`src/source/dcache_defines.svh`:
```
// fixed geometry: 64-bit address split 52/8/4, four banks of 64 lines; not meant to be retuned
`ifndef DCACHE_DEFINES_SVH
`define DCACHE_DEFINES_SVH

// address split
`define DC_ADDR_W      64
`define DC_TAG_W       52
`define DC_INDEX_W     8
`define DC_OFFSET_W    4

// data widths
`define DC_WORD_W      64
`define DC_LINE_W      128

// storage layout, index[7:6] picks the bank
`define DC_NLINES      256
`define DC_BANK_DEPTH  64
`define DC_BANKS       4

`endif

```
`src/source/dcache_pkg.sv`:
```
// shared vector types and controller states; widths come from the defines header
`default_nettype none

`include "dcache_defines.svh"

package dcache_pkg;

    typedef logic [`DC_ADDR_W-1:0]    addr_t;
    typedef logic [`DC_WORD_W-1:0]    word_t;
    typedef logic [`DC_LINE_W-1:0]    line_t;
    typedef logic [`DC_TAG_W-1:0]     tag_t;
    typedef logic [`DC_INDEX_W-1:0]   index_t;
    typedef logic [`DC_WORD_W/8-1:0]  wmask_t; // one bit per byte

    typedef enum logic [2:0] {
        IDLE,
        COMPARE,
        READ_OUT,
        WRITE_IN,
        WRITE_BACK,
        ALLOCATE,
        FLUSH,      // one line of the fence walk
        FLUSH_NEXT  // sram read latency between lines
    } ctrl_state_e;

endpackage

`default_nettype wire

```
`src/source/dcache_ifs.sv`:
```
// controller-side bundles for tag lookup and line access; no clock, all strobes are single-cycle
`timescale 1ns/1ps
`default_nettype none

interface meta_if;

    dcache_pkg::index_t index;
    dcache_pkg::tag_t   lookup_tag;
    logic               fill;       // set valid, write tag, clear dirty
    logic               mark_dirty;
    logic               clean;
    logic               hit;
    logic               victim_valid;
    logic               victim_dirty;
    dcache_pkg::tag_t   victim_tag;

    modport ctrl (
        output index, lookup_tag, fill, mark_dirty, clean,
        input  hit, victim_valid, victim_dirty, victim_tag
    );

    modport store (
        input  index, lookup_tag, fill, mark_dirty, clean,
        output hit, victim_valid, victim_dirty, victim_tag
    );

endinterface

interface line_if;

    dcache_pkg::index_t index;
    logic               fill_we;
    logic               merge_we;
    dcache_pkg::line_t  line_rdata; // registered, follows index by one cycle
    dcache_pkg::word_t  word_rdata;

    modport ctrl (
        output index, fill_we, merge_we,
        input  line_rdata, word_rdata
    );

    modport array (
        input  index, fill_we, merge_we,
        output line_rdata, word_rdata
    );

endinterface

`default_nettype wire

```
`src/source/dcache_ctrl.sv`:
```
// one request at a time; request fields must stay stable until resp_ready_o, memory holds off with mem_ready_i only
`timescale 1ns/1ps
`default_nettype none

`include "dcache_defines.svh"

module dcache_ctrl (
    input  wire logic                clk,
    input  wire logic                rst,
    input  wire logic                req_valid_i,
    input  wire logic                req_we_i,
    input  wire logic                req_fence_i,
    input  wire dcache_pkg::tag_t    req_tag_i,
    input  wire dcache_pkg::index_t  req_index_i,
    output      logic                resp_ready_o,
    output      dcache_pkg::word_t   resp_rdata_o,
    output      logic                idle_o,
    output      logic                mem_valid_o,
    output      logic                mem_we_o,
    output      dcache_pkg::addr_t   mem_addr_o,
    output      dcache_pkg::line_t   mem_wdata_o,
    input  wire logic                mem_ready_i,
    meta_if.ctrl                     meta,
    line_if.ctrl                     lines
);

    dcache_pkg::ctrl_state_e state_q;
    dcache_pkg::ctrl_state_e state_d;
    dcache_pkg::index_t      walk_cnt;
    dcache_pkg::index_t      cur_index;
    logic                    fence_walk;
    logic                    victim_dirty;
    logic                    line_done;
    logic                    walk_last;

    assign fence_walk   = (state_q == dcache_pkg::FLUSH) || (state_q == dcache_pkg::FLUSH_NEXT);
    assign cur_index    = fence_walk ? walk_cnt : req_index_i;
    assign victim_dirty = meta.victim_valid && meta.victim_dirty;
    assign line_done    = !victim_dirty || mem_ready_i; // clean lines skip the memory
    assign walk_last    = (walk_cnt == {`DC_INDEX_W{1'b1}});

    assign idle_o = (state_q == dcache_pkg::IDLE);

    assign meta.index      = cur_index;
    assign meta.lookup_tag = req_tag_i;
    assign meta.fill       = (state_q == dcache_pkg::ALLOCATE) && mem_ready_i;
    assign meta.mark_dirty = (state_q == dcache_pkg::WRITE_IN);
    assign meta.clean      = (state_q == dcache_pkg::FLUSH) && victim_dirty && mem_ready_i;

    assign lines.index    = cur_index;
    assign lines.fill_we  = meta.fill;
    assign lines.merge_we = (state_q == dcache_pkg::WRITE_IN);

    always_comb begin
        state_d = state_q;
        case (state_q)
            dcache_pkg::IDLE: begin
                // resp_ready_o guard keeps a just-served request from restarting
                if (req_valid_i && !resp_ready_o) begin
                    state_d = req_fence_i ? dcache_pkg::FLUSH_NEXT : dcache_pkg::COMPARE;
                end
            end
            dcache_pkg::COMPARE: begin
                if (meta.hit) begin
                    state_d = dcache_pkg::READ_OUT;
                end else if (victim_dirty) begin
                    state_d = dcache_pkg::WRITE_BACK;
                end else begin
                    state_d = dcache_pkg::ALLOCATE;
                end
            end
            dcache_pkg::READ_OUT:   state_d = req_we_i ? dcache_pkg::WRITE_IN : dcache_pkg::IDLE;
            dcache_pkg::WRITE_IN:   state_d = dcache_pkg::IDLE;
            dcache_pkg::WRITE_BACK: if (mem_ready_i) state_d = dcache_pkg::ALLOCATE;
            dcache_pkg::ALLOCATE:   if (mem_ready_i) state_d = dcache_pkg::COMPARE;
            dcache_pkg::FLUSH: begin
                if (line_done) begin
                    state_d = walk_last ? dcache_pkg::IDLE : dcache_pkg::FLUSH_NEXT;
                end
            end
            dcache_pkg::FLUSH_NEXT: state_d = dcache_pkg::FLUSH;
            default:                state_d = dcache_pkg::IDLE;
        endcase
    end

    always_ff @(posedge clk) begin
        if (rst) begin
            state_q <= dcache_pkg::IDLE;
        end else begin
            state_q <= state_d;
        end
    end

    // wraps back to 0 after the last line
    always_ff @(posedge clk) begin
        if (rst) begin
            walk_cnt <= '0;
        end else if (state_q == dcache_pkg::FLUSH && line_done) begin
            walk_cnt <= walk_cnt + 1'b1;
        end
    end

    always_ff @(posedge clk) begin
        if (rst) begin
            resp_ready_o <= 1'b0;
        end else begin
            resp_ready_o <= (state_q == dcache_pkg::READ_OUT) ||
                            (state_q == dcache_pkg::FLUSH && line_done && walk_last);
        end
    end

    always_ff @(posedge clk) begin
        if (state_q == dcache_pkg::READ_OUT) begin
            resp_rdata_o <= lines.word_rdata;
        end
    end

    // memory request, held until the ready pulse
    always_ff @(posedge clk) begin
        if (rst) begin
            mem_valid_o <= 1'b0;
            mem_we_o    <= 1'b0;
        end else if (state_q == dcache_pkg::ALLOCATE && !mem_ready_i) begin
            mem_valid_o <= 1'b1;
            mem_we_o    <= 1'b0;
        end else if ((state_q == dcache_pkg::WRITE_BACK && !mem_ready_i) ||
                     (state_q == dcache_pkg::FLUSH && victim_dirty && !mem_ready_i)) begin
            mem_valid_o <= 1'b1;
            mem_we_o    <= 1'b1;
        end else begin
            mem_valid_o <= 1'b0;
            mem_we_o    <= 1'b0;
        end
    end

    always_ff @(posedge clk) begin
        if (state_q == dcache_pkg::ALLOCATE) begin
            mem_addr_o <= {req_tag_i, cur_index, {`DC_OFFSET_W{1'b0}}};
        end else if (state_q == dcache_pkg::WRITE_BACK || state_q == dcache_pkg::FLUSH) begin
            mem_addr_o  <= {meta.victim_tag, cur_index, {`DC_OFFSET_W{1'b0}}};
            mem_wdata_o <= lines.line_rdata; // victim line
        end
    end

endmodule

`default_nettype wire

```
`src/flat_wrapper.sv`:
```
// flat-port wrapper written by rule: the top's interface ports become plain ports
module dcache_ctrl_flat 
  (clk, rst, req_valid_i, req_we_i, req_fence_i, req_tag_i, req_index_i, resp_ready_o, resp_rdata_o, idle_o, mem_valid_o, mem_we_o, mem_addr_o, mem_wdata_o, mem_ready_i, meta_index, meta_lookup_tag, meta_fill, meta_mark_dirty, meta_clean, meta_hit, meta_victim_valid, meta_victim_dirty, meta_victim_tag, lines_index, lines_fill_we, lines_merge_we, lines_line_rdata, lines_word_rdata);
  meta_if meta_i ();
  line_if lines_i ();
  input  wire logic clk;
  input  wire logic rst;
  input  wire logic req_valid_i;
  input  wire logic req_we_i;
  input  wire logic req_fence_i;
  input  wire dcache_pkg::tag_t req_tag_i;
  input  wire dcache_pkg::index_t req_index_i;
  output      logic resp_ready_o;
  output      dcache_pkg::word_t resp_rdata_o;
  output      logic idle_o;
  output      logic mem_valid_o;
  output      logic mem_we_o;
  output      dcache_pkg::addr_t mem_addr_o;
  output      dcache_pkg::line_t mem_wdata_o;
  input  wire logic mem_ready_i;
  output wire logic [$bits(meta_i.index)-1:0] meta_index;
  output wire logic [$bits(meta_i.lookup_tag)-1:0] meta_lookup_tag;
  output wire logic [$bits(meta_i.fill)-1:0] meta_fill;
  output wire logic [$bits(meta_i.mark_dirty)-1:0] meta_mark_dirty;
  output wire logic [$bits(meta_i.clean)-1:0] meta_clean;
  input wire logic [$bits(meta_i.hit)-1:0] meta_hit;
  input wire logic [$bits(meta_i.victim_valid)-1:0] meta_victim_valid;
  input wire logic [$bits(meta_i.victim_dirty)-1:0] meta_victim_dirty;
  input wire logic [$bits(meta_i.victim_tag)-1:0] meta_victim_tag;
  output wire logic [$bits(lines_i.index)-1:0] lines_index;
  output wire logic [$bits(lines_i.fill_we)-1:0] lines_fill_we;
  output wire logic [$bits(lines_i.merge_we)-1:0] lines_merge_we;
  input wire logic [$bits(lines_i.line_rdata)-1:0] lines_line_rdata;
  input wire logic [$bits(lines_i.word_rdata)-1:0] lines_word_rdata;
  assign meta_index = meta_i.index;
  assign meta_lookup_tag = meta_i.lookup_tag;
  assign meta_fill = meta_i.fill;
  assign meta_mark_dirty = meta_i.mark_dirty;
  assign meta_clean = meta_i.clean;
  assign meta_i.hit = meta_hit;
  assign meta_i.victim_valid = meta_victim_valid;
  assign meta_i.victim_dirty = meta_victim_dirty;
  assign meta_i.victim_tag = meta_victim_tag;
  assign lines_index = lines_i.index;
  assign lines_fill_we = lines_i.fill_we;
  assign lines_merge_we = lines_i.merge_we;
  assign lines_i.line_rdata = lines_line_rdata;
  assign lines_i.word_rdata = lines_word_rdata;
  dcache_ctrl u_core (.clk(clk), .rst(rst), .req_valid_i(req_valid_i), .req_we_i(req_we_i), .req_fence_i(req_fence_i), .req_tag_i(req_tag_i), .req_index_i(req_index_i), .resp_ready_o(resp_ready_o), .resp_rdata_o(resp_rdata_o), .idle_o(idle_o), .mem_valid_o(mem_valid_o), .mem_we_o(mem_we_o), .mem_addr_o(mem_addr_o), .mem_wdata_o(mem_wdata_o), .mem_ready_i(mem_ready_i), .meta(meta_i), .lines(lines_i));
endmodule
```
`config.mk`:
```
export PLATFORM = sky130hd
export DESIGN_NAME = dcache_ctrl_flat
export DESIGN_NICKNAME = d
export VERILOG_FILES = /design/src/source/dcache_pkg.sv /design/src/source/dcache_ifs.sv /design/src/source/dcache_ctrl.sv /design/src/flat_wrapper.sv
export VERILOG_INCLUDE_DIRS = /design/src /design/src/source
export SDC_FILE = /design/constraint.sdc
export NUM_CORES = 1
export LEC_CHECK = 0
export ABC_AREA = 1
export ABC_CLOCK_PERIOD_IN_PS = 3250
export BUFFER_PORTS_ARGS = -buffer_cell sky130_fd_sc_hd__clkbuf_2
export CAP_MARGIN = 25
export CORE_AREA = 5 5 248 250
export DETAILED_ROUTE_END_ITERATION = 8
export DIE_AREA = 0 0 253 255
export PLACE_DENSITY = 0.39
export SLEW_MARGIN = 5
export SYNTH_ARGS = -nofsm -noshare
export SYNTH_HDL_FRONTEND = slang
export SYNTH_SLANG_ARGS = --single-unit
```
`constraint.sdc`:
```
create_clock -name clk -period 3.25 [get_ports clk]
set_input_delay 0.1625 -clock clk [delete_from_list [all_inputs] [get_ports clk]]
set_output_delay 0.1625 -clock clk [all_outputs]
set_load 0.05 [all_outputs]
```
# Word level (Yosys, flattened, before mapping)
# Index checks and enable logic that the tools add are counted.
# Widths: inputs -> output; s select.
# word_totals
mem_bits_ro,0
latch_bits,0
in_bits,313
mem_count,0
ramBits,0
regBits,266
output_inout_bits,333
elab_cells,60
# classes
n_mul,0
n_mux,15
add_sub_neg,1
shifts,0
div,0
n_bitwise,1
reduce_logical,23
n_eq_ne,12
n_lt_le_gt_ge,0
# op_table
operator,count
$mux 64,2
$pmux 3 s8,1
$mux 3,7
$eq 3x3->1 const B,4
$logic_and 1x1->1,10
$add 8x1->8 const B,1
$eq 8x8->1 const B,1
$mux 8,1
$eq 3x2->1 const B,2
$logic_or 1x1->1,5
$ne 2x1->1 const B,2
$ne 2x2->1 const B,2
$reduce_and 4->1,1
$eq 3x1->1 const B,1
$logic_not 1->1,3
$logic_not 3->1,1
$mux 1,3
$mux 2,1
$reduce_and 2->1,1
$reduce_bool 2->1,1
$reduce_or 2->1,1
$not 1->1,1

# Depth between registers and ports, before layout
# Gate-level depths: netlist (run 1).
# depth
depth_word,6
ltp_mapped,10
ltp_nobuf,9

# Least setup slack after synthesis (run 1)
# OpenSTA, ideal clock, no wires.
# synth_path
path_kind,register -> register
start,register u_core.state_q[0]
end,register u_core.mem_wdata_o[0] (enable)
path_buffers,0
path_stages_with_launch,4
path_slack_ns,-0.273
t_required_ns,2.769
setup_time_ns,0.481
synth_period_minus_slack_ns,3.523
arrival_time_ns,3.041
cell_sequence,dfxtp_1 inv_4 nand2_2 inv_1
# synth_via
elab_chain_cells,3
word_cells_on_any_way,6
classes_between,eq/ne (3); bitwise (1); reduce/logical (2)
# synth_rtl
item,line_no,source
start: declaration,dcache_ctrl.sv:27,dcache_pkg::ctrl_state_e state_q;
start signal: assignment,dcache_ctrl.sv:88,state_q <= dcache_pkg::IDLE;
start signal: assignment,dcache_ctrl.sv:90,state_q <= state_d;
$eq 3x3->1 (on tied branches),"dcache_ctrl.sv:139, dcache_ctrl.sv:137",
$logic_or 1x1->1 / $not 1->1 (equally long branches),n/a,
$reduce_and 2->1 (no line) *,n/a,
end signal: assignment,dcache_ctrl.sv:141,mem_wdata_o <= lines.line_rdata;
end: declaration,dcache_ctrl.sv:21,"output dcache_pkg::line_t mem_wdata_o,"
# Every way passes the cells marked *; elsewhere a longest branch is shown, timed or not.
# A chain may end at the register's enable or synchronous reset.

# Worst setup path after layout (run 1)
# layout_path
start,register u_core.state_q[2]
end,output port meta_index[7]
# layout_via
elab_chain_cells,3
word_cells_on_any_way,4
classes_between,eq/ne (2); mux (1); reduce/logical (1)
# layout_rtl
item,line_no,source
$eq 3x3->1,dcache_ctrl.sv:36,assign fence_walk = (state_q == dcache_pkg::FLUSH) || (state_q == dcache_pkg::FLUSH_NEXT);
$logic_or 1x1->1 *,dcache_ctrl.sv:36,
$mux 8 *,dcache_ctrl.sv:37,assign cur_index = fence_walk ? walk_cnt : req_index_i;
end: declaration,flat_wrapper.sv:21,output wire logic [$bits(meta_i.index)-1:0] meta_index;
# Marks and branches as above.

==> run_results.csv, run 1 <==
group,metric,value,unit
outcome,run_status,"finished, final reports clean",
cts,clockRootBuffer,"clkbuf_16",
synth,synth_warnings,0,
floorplan,fp.dieH,255,µm
worst_setup_path,arrival,2.41,ns
global_routing,grt_pass1_wl,51.5,mm
global_routing,first_global_vias,8583,
timing,min_period_over_period,79.3,%
layout,area_growth,81.6,%
run,cap_violations,0,
cts,clockBufferDepth,3,
timing,slew_headroom,55.1,%
timing,rsz0062_at_grt,"no",
pwr,intPower,0.00804,W
global_routing,grt_max_degree,55,
detailed_routing,drt_wl_total,37.2,mm
timing,skew,0.0212,ns
detailed_routing,drt_iter0_drc,292,
synth,synth_edf_count,252,
cts,cts_max_level,1,
detailed_routing,firstDrtPassIters,4,
worst_setup_path,critPathMaxFanout,15,
timing,whs,0.0263,ns
worst_setup_path,cpPeakStageDelay,0.54,ns
floorplan,io_pins,646,
pwr,p_leak,7.76,nW
synth,synth_cell_types,27,
worst_setup_path,path_class,"register to output port",
synth,synth_cells,639,
cts,cts_setup_buffers,0,
global_routing,gr-total-overflow,0,
layout,layout_commonest_cell,"clkbuf_2",
cts,clock_sinks,266,
layout,finish.utilization,29.8,%
layout,final_cell_mix,"clkbuf_2, dlygate4sd3_1, edfxtp_1",
synth,synth_top_flop_cell,"edfxtp_1",
detailed_routing,viasPerCell,3.50,
floorplan,dieArea,0.0645,mm²
floorplan,design.core.area,0.0588,mm²
layout,final_area,0.0175,mm²
synth,yosysSeqAreaShare,81.3,%
detailed_routing,vias,8241,
detailed_routing,drtAntennaViolNets,0,
min_path,hp-class,"input port to register",
synth,syn_area,0.00966,mm²
place,post_dp_cell_area,0.0134,mm²
worst_setup_path,crit_family,"simple AND/OR/NAND/NOR gates",
synth,synth_top_area_share,78.4,%
worst_setup_path,crit_slowest_cell,"dfxtp_1",
floorplan,initial_core_util,16.4,%
cts,clk_latency,0.57,ns
global_routing,antenna_found_initial,0,
timing,fin_crit,2.58,ns
layout,antenna_cells,0,
synth,postSynth.asyncResetShare,0,%
timing,slew_viol_final,0,
layout,drive_gt1_share,45.3,%
floorplan,rows,89,
pwr,clkPwrFrac,27.2,%
cts,cts_hold_buf,308,
timing,fmax,388,MHz
cts,cts_tree,"done",
pwr,power.density,763,mW/mm²
cts,clkTransAtPathRegs,0.06,ns
synth,synth-seq-cells,266,
cts,cts_buffers,30,
detailed_routing,drc,0,
pwr,ir_worst_vdd,0.366,mV
timing,hold_viol,0,
pwr,share_comb_of_total_power,36.0,%
timing,tns,0,ns
timing,worst_pin_slew,0.672,ns
worst_setup_path,end_kind,"output port",
synth,synth.avg_cell_area,15.1,µm²
floorplan,dieWidth,253,µm
global_routing,track_usage,10.4,%
layout,final_nets,1869,
pwr,p_sw_share,39.9,%
pwr,seqPwrFrac,36.8,%
synth,yosys.area.top_type,"edfxtp_1",
place,dp_hpwl,28.7,mm
worst_setup_path,path_buf_inv,1,
pwr,power_switching,0.00534,W
place,io_buffer_count,641,
worst_setup_path,start_kind,"register",
cts,cts_resized,0,
place,gp_congestion,0.798,
detailed_routing,wl_per_cell,15.8,µm
worst_setup_path,crit_chain,"nand3_1, nand2_1, nor2_1, a21oi_1, clkbuf_2",
worst_setup_path,worstPathRequired,3.09,ns
timing,setup_viol,0,
pwr,finalPower,0.0134,W
synth,synth.area.top_cells,"edfxtp_1, nand2_1, buf_4",
area by class of cell:
class / count / area [µm²]
tap: 773 / 967
clock buffer: 35 / 791
sequential: 266 / 7850
multi-input combinational: 268 / 1130
timing repair buffer: 961 / 6420
clock inverter: 21 / 269
inverter: 28 / 111
fill: 6090 / 41300
cells in the mapped netlist (2+ instances only):
library cell  instances
nand2_1             192
o21ai_0               5
buf_2                10
o21ai_1               3
buf_6                 2
nor3_1                3
nand3_1              11
inv_1                23
dfxtp_1              14
edfxtp_1            252
buf_4                68
a21oi_1              14
nand2_2               2
nand4_1               3
inv_2                 3
nor2_1               23
worst register-to-register path, stage by stage (launching register included):
cell           delay, ns
dfxtp_1             0.52
inv_2               0.11
nand2_2             0.14
nor2_8              0.04
inv_2               0.05
buf_4               0.46
nand2_1             0.26
nand2_1             0.09
dlygate4sd3_1       0.54
worst paths after layout:
check / start / to / slack (ns) / cells past startpoint
max reg2reg: u_core.state_q[1]$_SDFFE_PP0P_ / u_core.mem_addr_o[44]$_DFFE_PP_ / 0.90 / 8
max: u_core.state_q[2]$_SDFFE_PP0P_ / meta_index[7] / 0.67 / 5
min reg2reg: u_core.walk_cnt[0]$_SDFFE_PP0N_ / u_core.walk_cnt[0]$_SDFFE_PP0N_ / 0.50 / 1
min: mem_ready_i / u_core.walk_cnt[1]$_SDFFE_PP0N_ / 0.03 / 4
logic make-up after synthesis:
family	share of synthesized area (%)
DFF	81.3
buffers and inverters	7.15
adders and majority gates	0.130
other	0.0388
AOI/OAI and AO/OA	1.32
muxes	0.117
and+or+nand+nor	9.96
state kept, by name (all words and copies together) (netlist names):
signal / cells
u_core.mem_wdata_o: 128
u_core.resp_rdata_o: 64
u_core.mem_addr_o: 60
u_core.walk_cnt: 8
u_core.state_q: 3
u_core.mem_valid_o: 1
u_core.mem_we_o: 1
u_core.resp_ready_o: 1
power groups by stage:
stage / clock network, W / logic [W] / registers (W)
global route: 0.00389 / 0.00508 / 0.00498
finish: 0.00364 / 0.00482 / 0.00492
global placement: 0 / 0.00449 / 0.00499
detailed placement: 0 / 0.00449 / 0.00500
CTS: 0.00375 / 0.00490 / 0.00493
floorplan: 0 / 0.00126 / 0.00699
per-layer routing:
metal	global-route usage, %	up-vias	share of wire (%)
li1	-	3978	-
met1	10.9	3822	35
met2	19.5	390	52
met3	3.48	51	10
met4	3.58	0	3.0
met5	0	-	0
per-stage QoR:
| step | setup WS, ns | cells |
|---|---|---|
| after floorplan | 0.357 | 642 |
| after global placement | 1.18 | 1988 |
| after detailed placement | 1.13 | 1988 |
| after CTS | 0.636 | 2352 |
| after global routing | 0.439 | 2352 |
| final | 0.673 | 2352 |
(Power assumes the default switching activity.)
==> inputs of run 2 (changes only) <==
--- a/config.mk
+++ b/config.mk
@@ -7,13 +7,13 @@
 export NUM_CORES = 1
 export LEC_CHECK = 0
 export ABC_AREA = 1
-export ABC_CLOCK_PERIOD_IN_PS = 3250
+export ABC_CLOCK_PERIOD_IN_PS = 2600
 export BUFFER_PORTS_ARGS = -buffer_cell sky130_fd_sc_hd__clkbuf_2
 export CAP_MARGIN = 25
-export CORE_AREA = 5 5 248 250
+export CORE_AREA = 5 5 250 252
 export DETAILED_ROUTE_END_ITERATION = 8
-export DIE_AREA = 0 0 253 255
-export PLACE_DENSITY = 0.39
+export DIE_AREA = 0 0 255 257
+export PLACE_DENSITY = 0.37
 export SLEW_MARGIN = 5
 export SYNTH_ARGS = -nofsm -noshare
 export SYNTH_HDL_FRONTEND = slang
==> constraint.sdc (replaced) <==
create_clock -name clk -period 2.6 [get_ports clk]
set_input_delay 0.13 -clock clk [delete_from_list [all_inputs] [get_ports clk]]
set_output_delay 0.13 -clock clk [all_outputs]
set_load 0.05 [all_outputs]
==> run 2 against run 1 <==
Clock power grew 18%. Routed wire length grew 1.1%. Hold slack gained 0.00081 ns.
==> run_results.csv, run 2 (synthesized netlist as in run 1, its figures left out) <==
group,metric,value,unit
outcome,run_status,"finished, final reports clean",
floorplan,design.core.area,0.0599,mm²
layout,layout_commonest_cell,"clkbuf_2",
cts,cts_buffers,30,
pwr,p_leak,7.75,nW
detailed_routing,drt_wl_total,37.6,mm
timing,fin_crit,2.39,ns
floorplan,io_pins,646,
place,gp_congestion,0.783,
timing,fmax,419,MHz
detailed_routing,drtAntennaViolNets,0,
place,post-place-ws,0.618,ns
place,dp_hpwl,29.4,mm
cts,clkTransAtPathRegs,0.06,ns
min_path,hp-class,"input port to register",
global_routing,grt_pass1_wl,53.3,mm
detailed_routing,firstDrtPassIters,4,
worst_setup_path,path_class,"register to output port",
layout,area_growth,82.3,%
layout,regMostFlops,"u_core.mem_wdata_o",
worst_setup_path,critPathMaxFanout,53,
cts,clockBufferDepth,3,
global_routing,first_global_vias,8747,
timing,slew_headroom,53.6,%
layout,final_nets,1869,
floorplan,dieArea,0.0655,mm²
timing,tns,0,ns
global_routing,grt_max_degree,55,
run,cap_violations,0,
cts,clk_latency,0.56,ns
global_routing,track_usage,10.6,%
worst_setup_path,worstPathRequired,2.47,ns
cts,clockRootBuffer,"clkbuf_16",
detailed_routing,drc,0,
detailed_routing,wl_per_cell,15.9,µm
place,io_buffer_count,641,
timing,final.setup.worst_slack,0.214,ns
layout,antenna_cells,0,
floorplan,fp.dieH,257,µm
timing,slew_viol_final,0,
worst_setup_path,arrival,2.26,ns
global_routing,gr-total-overflow,0,
worst_setup_path,end_kind,"output port",
timing,worst_pin_slew,0.695,ns
detailed_routing,vias,8229,
cts,cts_max_level,1,
worst_setup_path,start_kind,"register",
floorplan,dieWidth,255,µm
global_routing,antenna_found_initial,0,
detailed_routing,drt_iter0_drc,305,
layout,final_cell_mix,"clkbuf_2, dlygate4sd3_1, edfxtp_1",
layout,reg.largest.list,"u_core.mem_wdata_o: 128 flops, u_core.resp_rdata_o: 64 flops, u_core.mem_addr_o: 60 flops",
timing,skew,0.00823,ns
layout,final_area,0.0176,mm²
detailed_routing,viasPerCell,3.49,
cts,clock_sinks,266,
timing,min_period_over_period,91.8,%
floorplan,rows,90,
pwr,power.density,947,mW/mm²
timing,setup_viol,0,
cts,cts_tree,"done",
floorplan,initial_core_util,16.1,%
layout,finish.utilization,29.4,%
timing,hold_viol,0,
timing,rsz0062_at_grt,"no",
place,post_dp_cell_area,0.0135,mm²
layout,largest_reg_flops,128,
pwr,ir_worst_vdd,0.389,mV
layout,drive_gt1_share,45.4,%
==> run 2: changes by cell type in the layout (fill, tap and decap cells not counted), moves of 2 or more <==
cell,delta
buf_12,+7
buf_4,-5
bufinv_16,-2
clkbuf_1,+2
clkbuf_2,-2
clkinv_4,-2
dfxtp_1,-2
nand2_4,+2
==> run 2: repair_timing <==
| item | in CTS | in global routing |
|---|---|---|
| endpoints found under the hold margin | 258 | 0 |
| endpoints found under the setup margin | 8 | 4 |
| buffers inserted | 0 | 0 |
| hold buffers | 308 | 0 |
| gates resized for setup | 2 | 1 |
==> run 2: final cells by class <==
cell class              instances  area (µm²)
clock buffers                  37         798
flip-flops and latches        266        7850
clock inverters                19         200
repair buffers                961        6510
inverters                      28         114
multi-input cells             268        1150
fillers                      6249       42300
well taps                     782         978
==> run 2: final timing paths <==
| path | start | end | slack [ns] | cells past startpoint |
|---|---|---|---|---|
| worst min-delay path | mem_ready_i | u_core.walk_cnt[7]$_SDFFE_PP0N_ | 0.03 | 4 |
| worst max-delay path | u_core.state_q[1]$_SDFFE_PP0P_ | meta_fill | 0.21 | 7 |
| worst max register to register | u_core.state_q[1]$_SDFFE_PP0P_ | u_core.mem_addr_o[45]$_DFFE_PP_ | 0.31 | 8 |
| worst min register to register | u_core.walk_cnt[0]$_SDFFE_PP0N_ | u_core.walk_cnt[0]$_SDFFE_PP0N_ | 0.50 | 1 |
==> run 2: worst max-delay path, cell delays in order, from the launching register on <==
cell     delay, ns
dfxtp_1       0.51
inv_2         0.11
nand2_2       0.13
nor2_8        0.04
inv_2         0.06
buf_4         0.46
nor2_2        0.17
buf_12        0.19
==> run 2: metrics by stage <==
stage	instances	power, W	hold slack (ns)
4_1_cts	2361	0.0170	0.000837
2_1_floorplan	642	0.0103	0.199
5_1_grt	2361	0.0174	0.0441
3_3_place_gp	1997	0.0120	0.307
6_report	2361	0.0167	0.0271
3_5_place_dp	1997	0.0120	0.309
==> run 2: power breakdown <==
group	internal, W	switching, W
combinational	0.00152	0.00468
clock	0.00257	0.00174
sequential	0.00588	0.000277
total	0.00997	0.00670
==> run 2: metal layers <==
layer	up-vias	GRT usage [%]	wire (µm)
met5	-	0	0
li1	3994	-	-
met3	52	3.35	3540
met2	383	19.6	19300
met1	3800	11.3	13700
met4	0	3.25	1060
==> inputs of run 3 (changes only) <==
--- a/config.mk
+++ b/config.mk
@@ -6,13 +6,13 @@
 export SDC_FILE = /design/constraint.sdc
 export NUM_CORES = 1
 export LEC_CHECK = 0
-export ABC_AREA = 1
 export ABC_CLOCK_PERIOD_IN_PS = 2600
 export BUFFER_PORTS_ARGS = -buffer_cell sky130_fd_sc_hd__clkbuf_2
 export CAP_MARGIN = 25
-export CORE_AREA = 5 5 250 252
+export CORE_AREA = 5 5 248 250
 export DETAILED_ROUTE_END_ITERATION = 8
-export DIE_AREA = 0 0 255 257
+export DIE_AREA = 0 0 253 255
+export GPL_TIMING_DRIVEN = 0
 export PLACE_DENSITY = 0.37
 export SLEW_MARGIN = 5
 export SYNTH_ARGS = -nofsm -noshare
==> run 3 against run 2 <==
Utilization up 1.5 points. Critical path type unchanged. Worst setup slack worse by 0.026 ns. First-iteration DRC count down 7.2%. Highest routed layer unchanged. Register-to-register slack worse by 0.06 ns.
==> run_results.csv, run 3 <==
group,metric,value,unit
global_routing,track_usage,10.7,%
timing,setup_viol,0,
synth,synth-simple-area-share,2.58,%
floorplan,fp.dieH,255,µm
synth,yosysMostFrequentCell,"edfxtp_1",
layout,final_area,0.0182,mm²
detailed_routing,viasPerCell,3.52,
pwr,ir_worst_vdd,0.585,mV
timing,skew,0.0148,ns
layout,final_nets,1789,
floorplan,dieWidth,253,µm
synth,synth-xor-area-share,0.459,%
cts,cts_max_level,1,
timing,fmax,415,MHz
detailed_routing,drt_wl_total,37.8,mm
synth,yosysSeqAreaShare,82.3,%
synth,synth_edf_count,252,
timing,slew_headroom,64.6,%
pwr,power.density,997,mW/mm²
synth,synth_top_flop_cell,"edfxtp_1",
timing,slew_viol_final,0,
detailed_routing,drtAntennaViolNets,0,
cts,clk_latency,0.57,ns
place,gp_congestion,0.769,
layout,area_growth,90.5,%
detailed_routing,drc,0,
place,dp_hpwl,29.6,mm
worst_setup_path,arrival,2.28,ns
detailed_routing,firstDrtPassIters,4,
layout,reg.largest.list,"u_core.mem_wdata_o: 128 flops, u_core.resp_rdata_o: 64 flops, u_core.mem_addr_o: 60 flops",
layout,layout_commonest_cell,"clkbuf_2",
place,post-place-ws,0.301,ns
detailed_routing,drt_iter0_drc,283,
min_path,hp-class,"input port to register",
cts,cts_tree,"done",
synth,synth_top_area_share,79.3,%
min_path,min_path_cells,4,
synth,yosys.area.top_type,"edfxtp_1",
synth,synth_cell_types,43,
worst_setup_path,crit_path_end,"meta_fill",
worst_setup_path,r2r_start,"u_core.state_q[1]$_SDFFE_PP0P_",
detailed_routing,vias,7987,
worst_setup_path,r2r_cells,6,
layout,regMostFlops,"u_core.mem_wdata_o",
floorplan,io_pins,646,
layout,largest_reg_flops,128,
pwr,finalPower,0.0181,W
cts,cts_setup_buffers,0,
synth,synth_cells,477,
detailed_routing,wl_per_cell,16.6,µm
worst_setup_path,worstPathRequired,2.47,ns
synth,synth_top_family_by_area,"multiplexers",
floorplan,design.core.area,0.0588,mm²
worst_setup_path,end_kind,"output port",
worst_setup_path,crit_start,"u_core.state_q[1]$_SDFFE_PP0P_",
synth,synth.avg_cell_area,20.0,µm²
synth,syn_area,0.00954,mm²
timing,rsz0062_at_grt,"no",
layout,final_cell_mix,"clkbuf_2, dlygate4sd3_1, edfxtp_1",
global_routing,gr-total-overflow,0,
cts,cts_buffers,31,
layout,antenna_cells,0,
synth,synth.area.top_cells,"edfxtp_1, mux2_1, buf_4",
timing,fin_crit,2.41,ns
outcome,run_status,"finished, final reports clean",
place,io_buffer_count,641,
global_routing,grt_max_degree,29,
global_routing,antenna_found_initial,0,
layout,finish.utilization,30.9,%
synth,synth-seq-cells,266,
pwr,p_leak,7.81,nW
layout,drive_gt1_share,52.9,%
floorplan,initial_core_util,16.2,%
timing,worst_pin_slew,0.531,ns
worst_setup_path,r2r_setup_slack,0.25,ns
cts,clockRootBuffer,"clkbuf_16",
place,post_dp_cell_area,0.0141,mm²
synth,synth_compound_area_share,1.55,%
worst_setup_path,critPathMaxFanout,10,
worst_setup_path,start_kind,"register",
timing,tns,0,ns
timing,hold_viol,0,
synth,synthTopCellsByCount,"edfxtp_1, buf_4, mux2_1",
cts,clkTransAtPathRegs,0.06,ns
floorplan,rows,89,
timing,min_period_over_period,92.7,%
worst_setup_path,path_class,"register to output port",
synth,muxShareOfSynthArea,7.08,%
cts,clockBufferDepth,3,
timing,final.setup.worst_slack,0.189,ns
global_routing,first_global_vias,8600,
worst_setup_path,r2r_end,"u_core.mem_addr_o[18]$_DFFE_PP_",
cts,clock_sinks,266,
floorplan,dieArea,0.0645,mm²
run,cap_violations,0,
synth,postSynth.asyncResetShare,0,%
synth,synth_warnings,0,
global_routing,grt_pass1_wl,53.0,mm
synth,synthAdderAreaFrac,0.131,%
run 3: through the flow:
stage                     hold slack, ns  cells
after detailed placement           0.309   1906
final                             0.0668   2271
after floorplan                    0.207    480
after global routing              0.0716   2271
after CTS                         0.0173   2271
after global placement             0.308   1894
run 3: worst min path at each step:
stage                         start                           endpoint  slack [ns]
6_report                   req_we_i     u_core.state_q[0]$_SDFFE_PP0P_        0.07
4_1_cts                    req_we_i     u_core.state_q[0]$_SDFFE_PP0P_        0.02
2_1_floorplan           mem_ready_i         u_core.mem_we_o$_SDFF_PP0_        0.21
3_5_place_dp   lines_word_rdata[63]  u_core.resp_rdata_o[63]$_DFFE_PP_        0.31
3_3_place_gp   lines_word_rdata[43]  u_core.resp_rdata_o[43]$_DFFE_PP_        0.31
5_1_grt                    req_we_i     u_core.state_q[0]$_SDFFE_PP0P_        0.07
run 3: final cells by class:
| cell class | count | area (µm²) |
|---|---|---|
| Clock inverter | 15 | 204 |
| Timing Repair Buffer | 962 | 6580 |
| Buffer | 76 | 571 |
| Sequential cell | 266 | 7850 |
| Multi-Input combinational cell | 134 | 1180 |
| Clock buffer | 41 | 813 |
| Inverter | 4 | 17.5 |
| Tap cell | 773 | 967 |
| Fill cell | 6008 | 40600 |
run 3: worst max-delay path, stage by stage, from the launching register on:
cell	delay [ns]
dfxtp_1	0.30
buf_4	0.16
inv_2	0.16
nand3_4	0.21
buf_6	0.25
nor2_1	0.23
buf_4	0.15
buf_2	0.25
run 3: power breakdown:
group	switching, W	internal [W]	total, W	leakage, nW
Sequential	0.000299	0.00606	0.00636	2.44
Combinational	0.00554	0.00184	0.00737	4.88
Clock	0.00171	0.00268	0.00439	0.487
run 3: per-layer routing:
layer	vias up	global-route usage [%]	share of wire (%)
li1	3770	-	-
met1	3817	12.0	37
met2	350	19.9	52
met3	50	2.75	8.3
met4	0	3.21	2.4
met5	-	0	0
run 3: kinds of logic after synthesis:
group,Yosys count
flip-flops,266
buffers and inverters,80
multiplexers,60
AND/OR/NAND/NOR,42
AO/OA/AOI/OAI,22
XOR/XNOR,5
adder cells (fa/ha/maj),1
other,1
run 3: timing repair:
item                                   in CTS  in global routing
endpoints found under the hold margin     256                  0
gates resized for setup                     3                  1
setup endpoints to repair                   2                  1
hold buffers                              309                  0
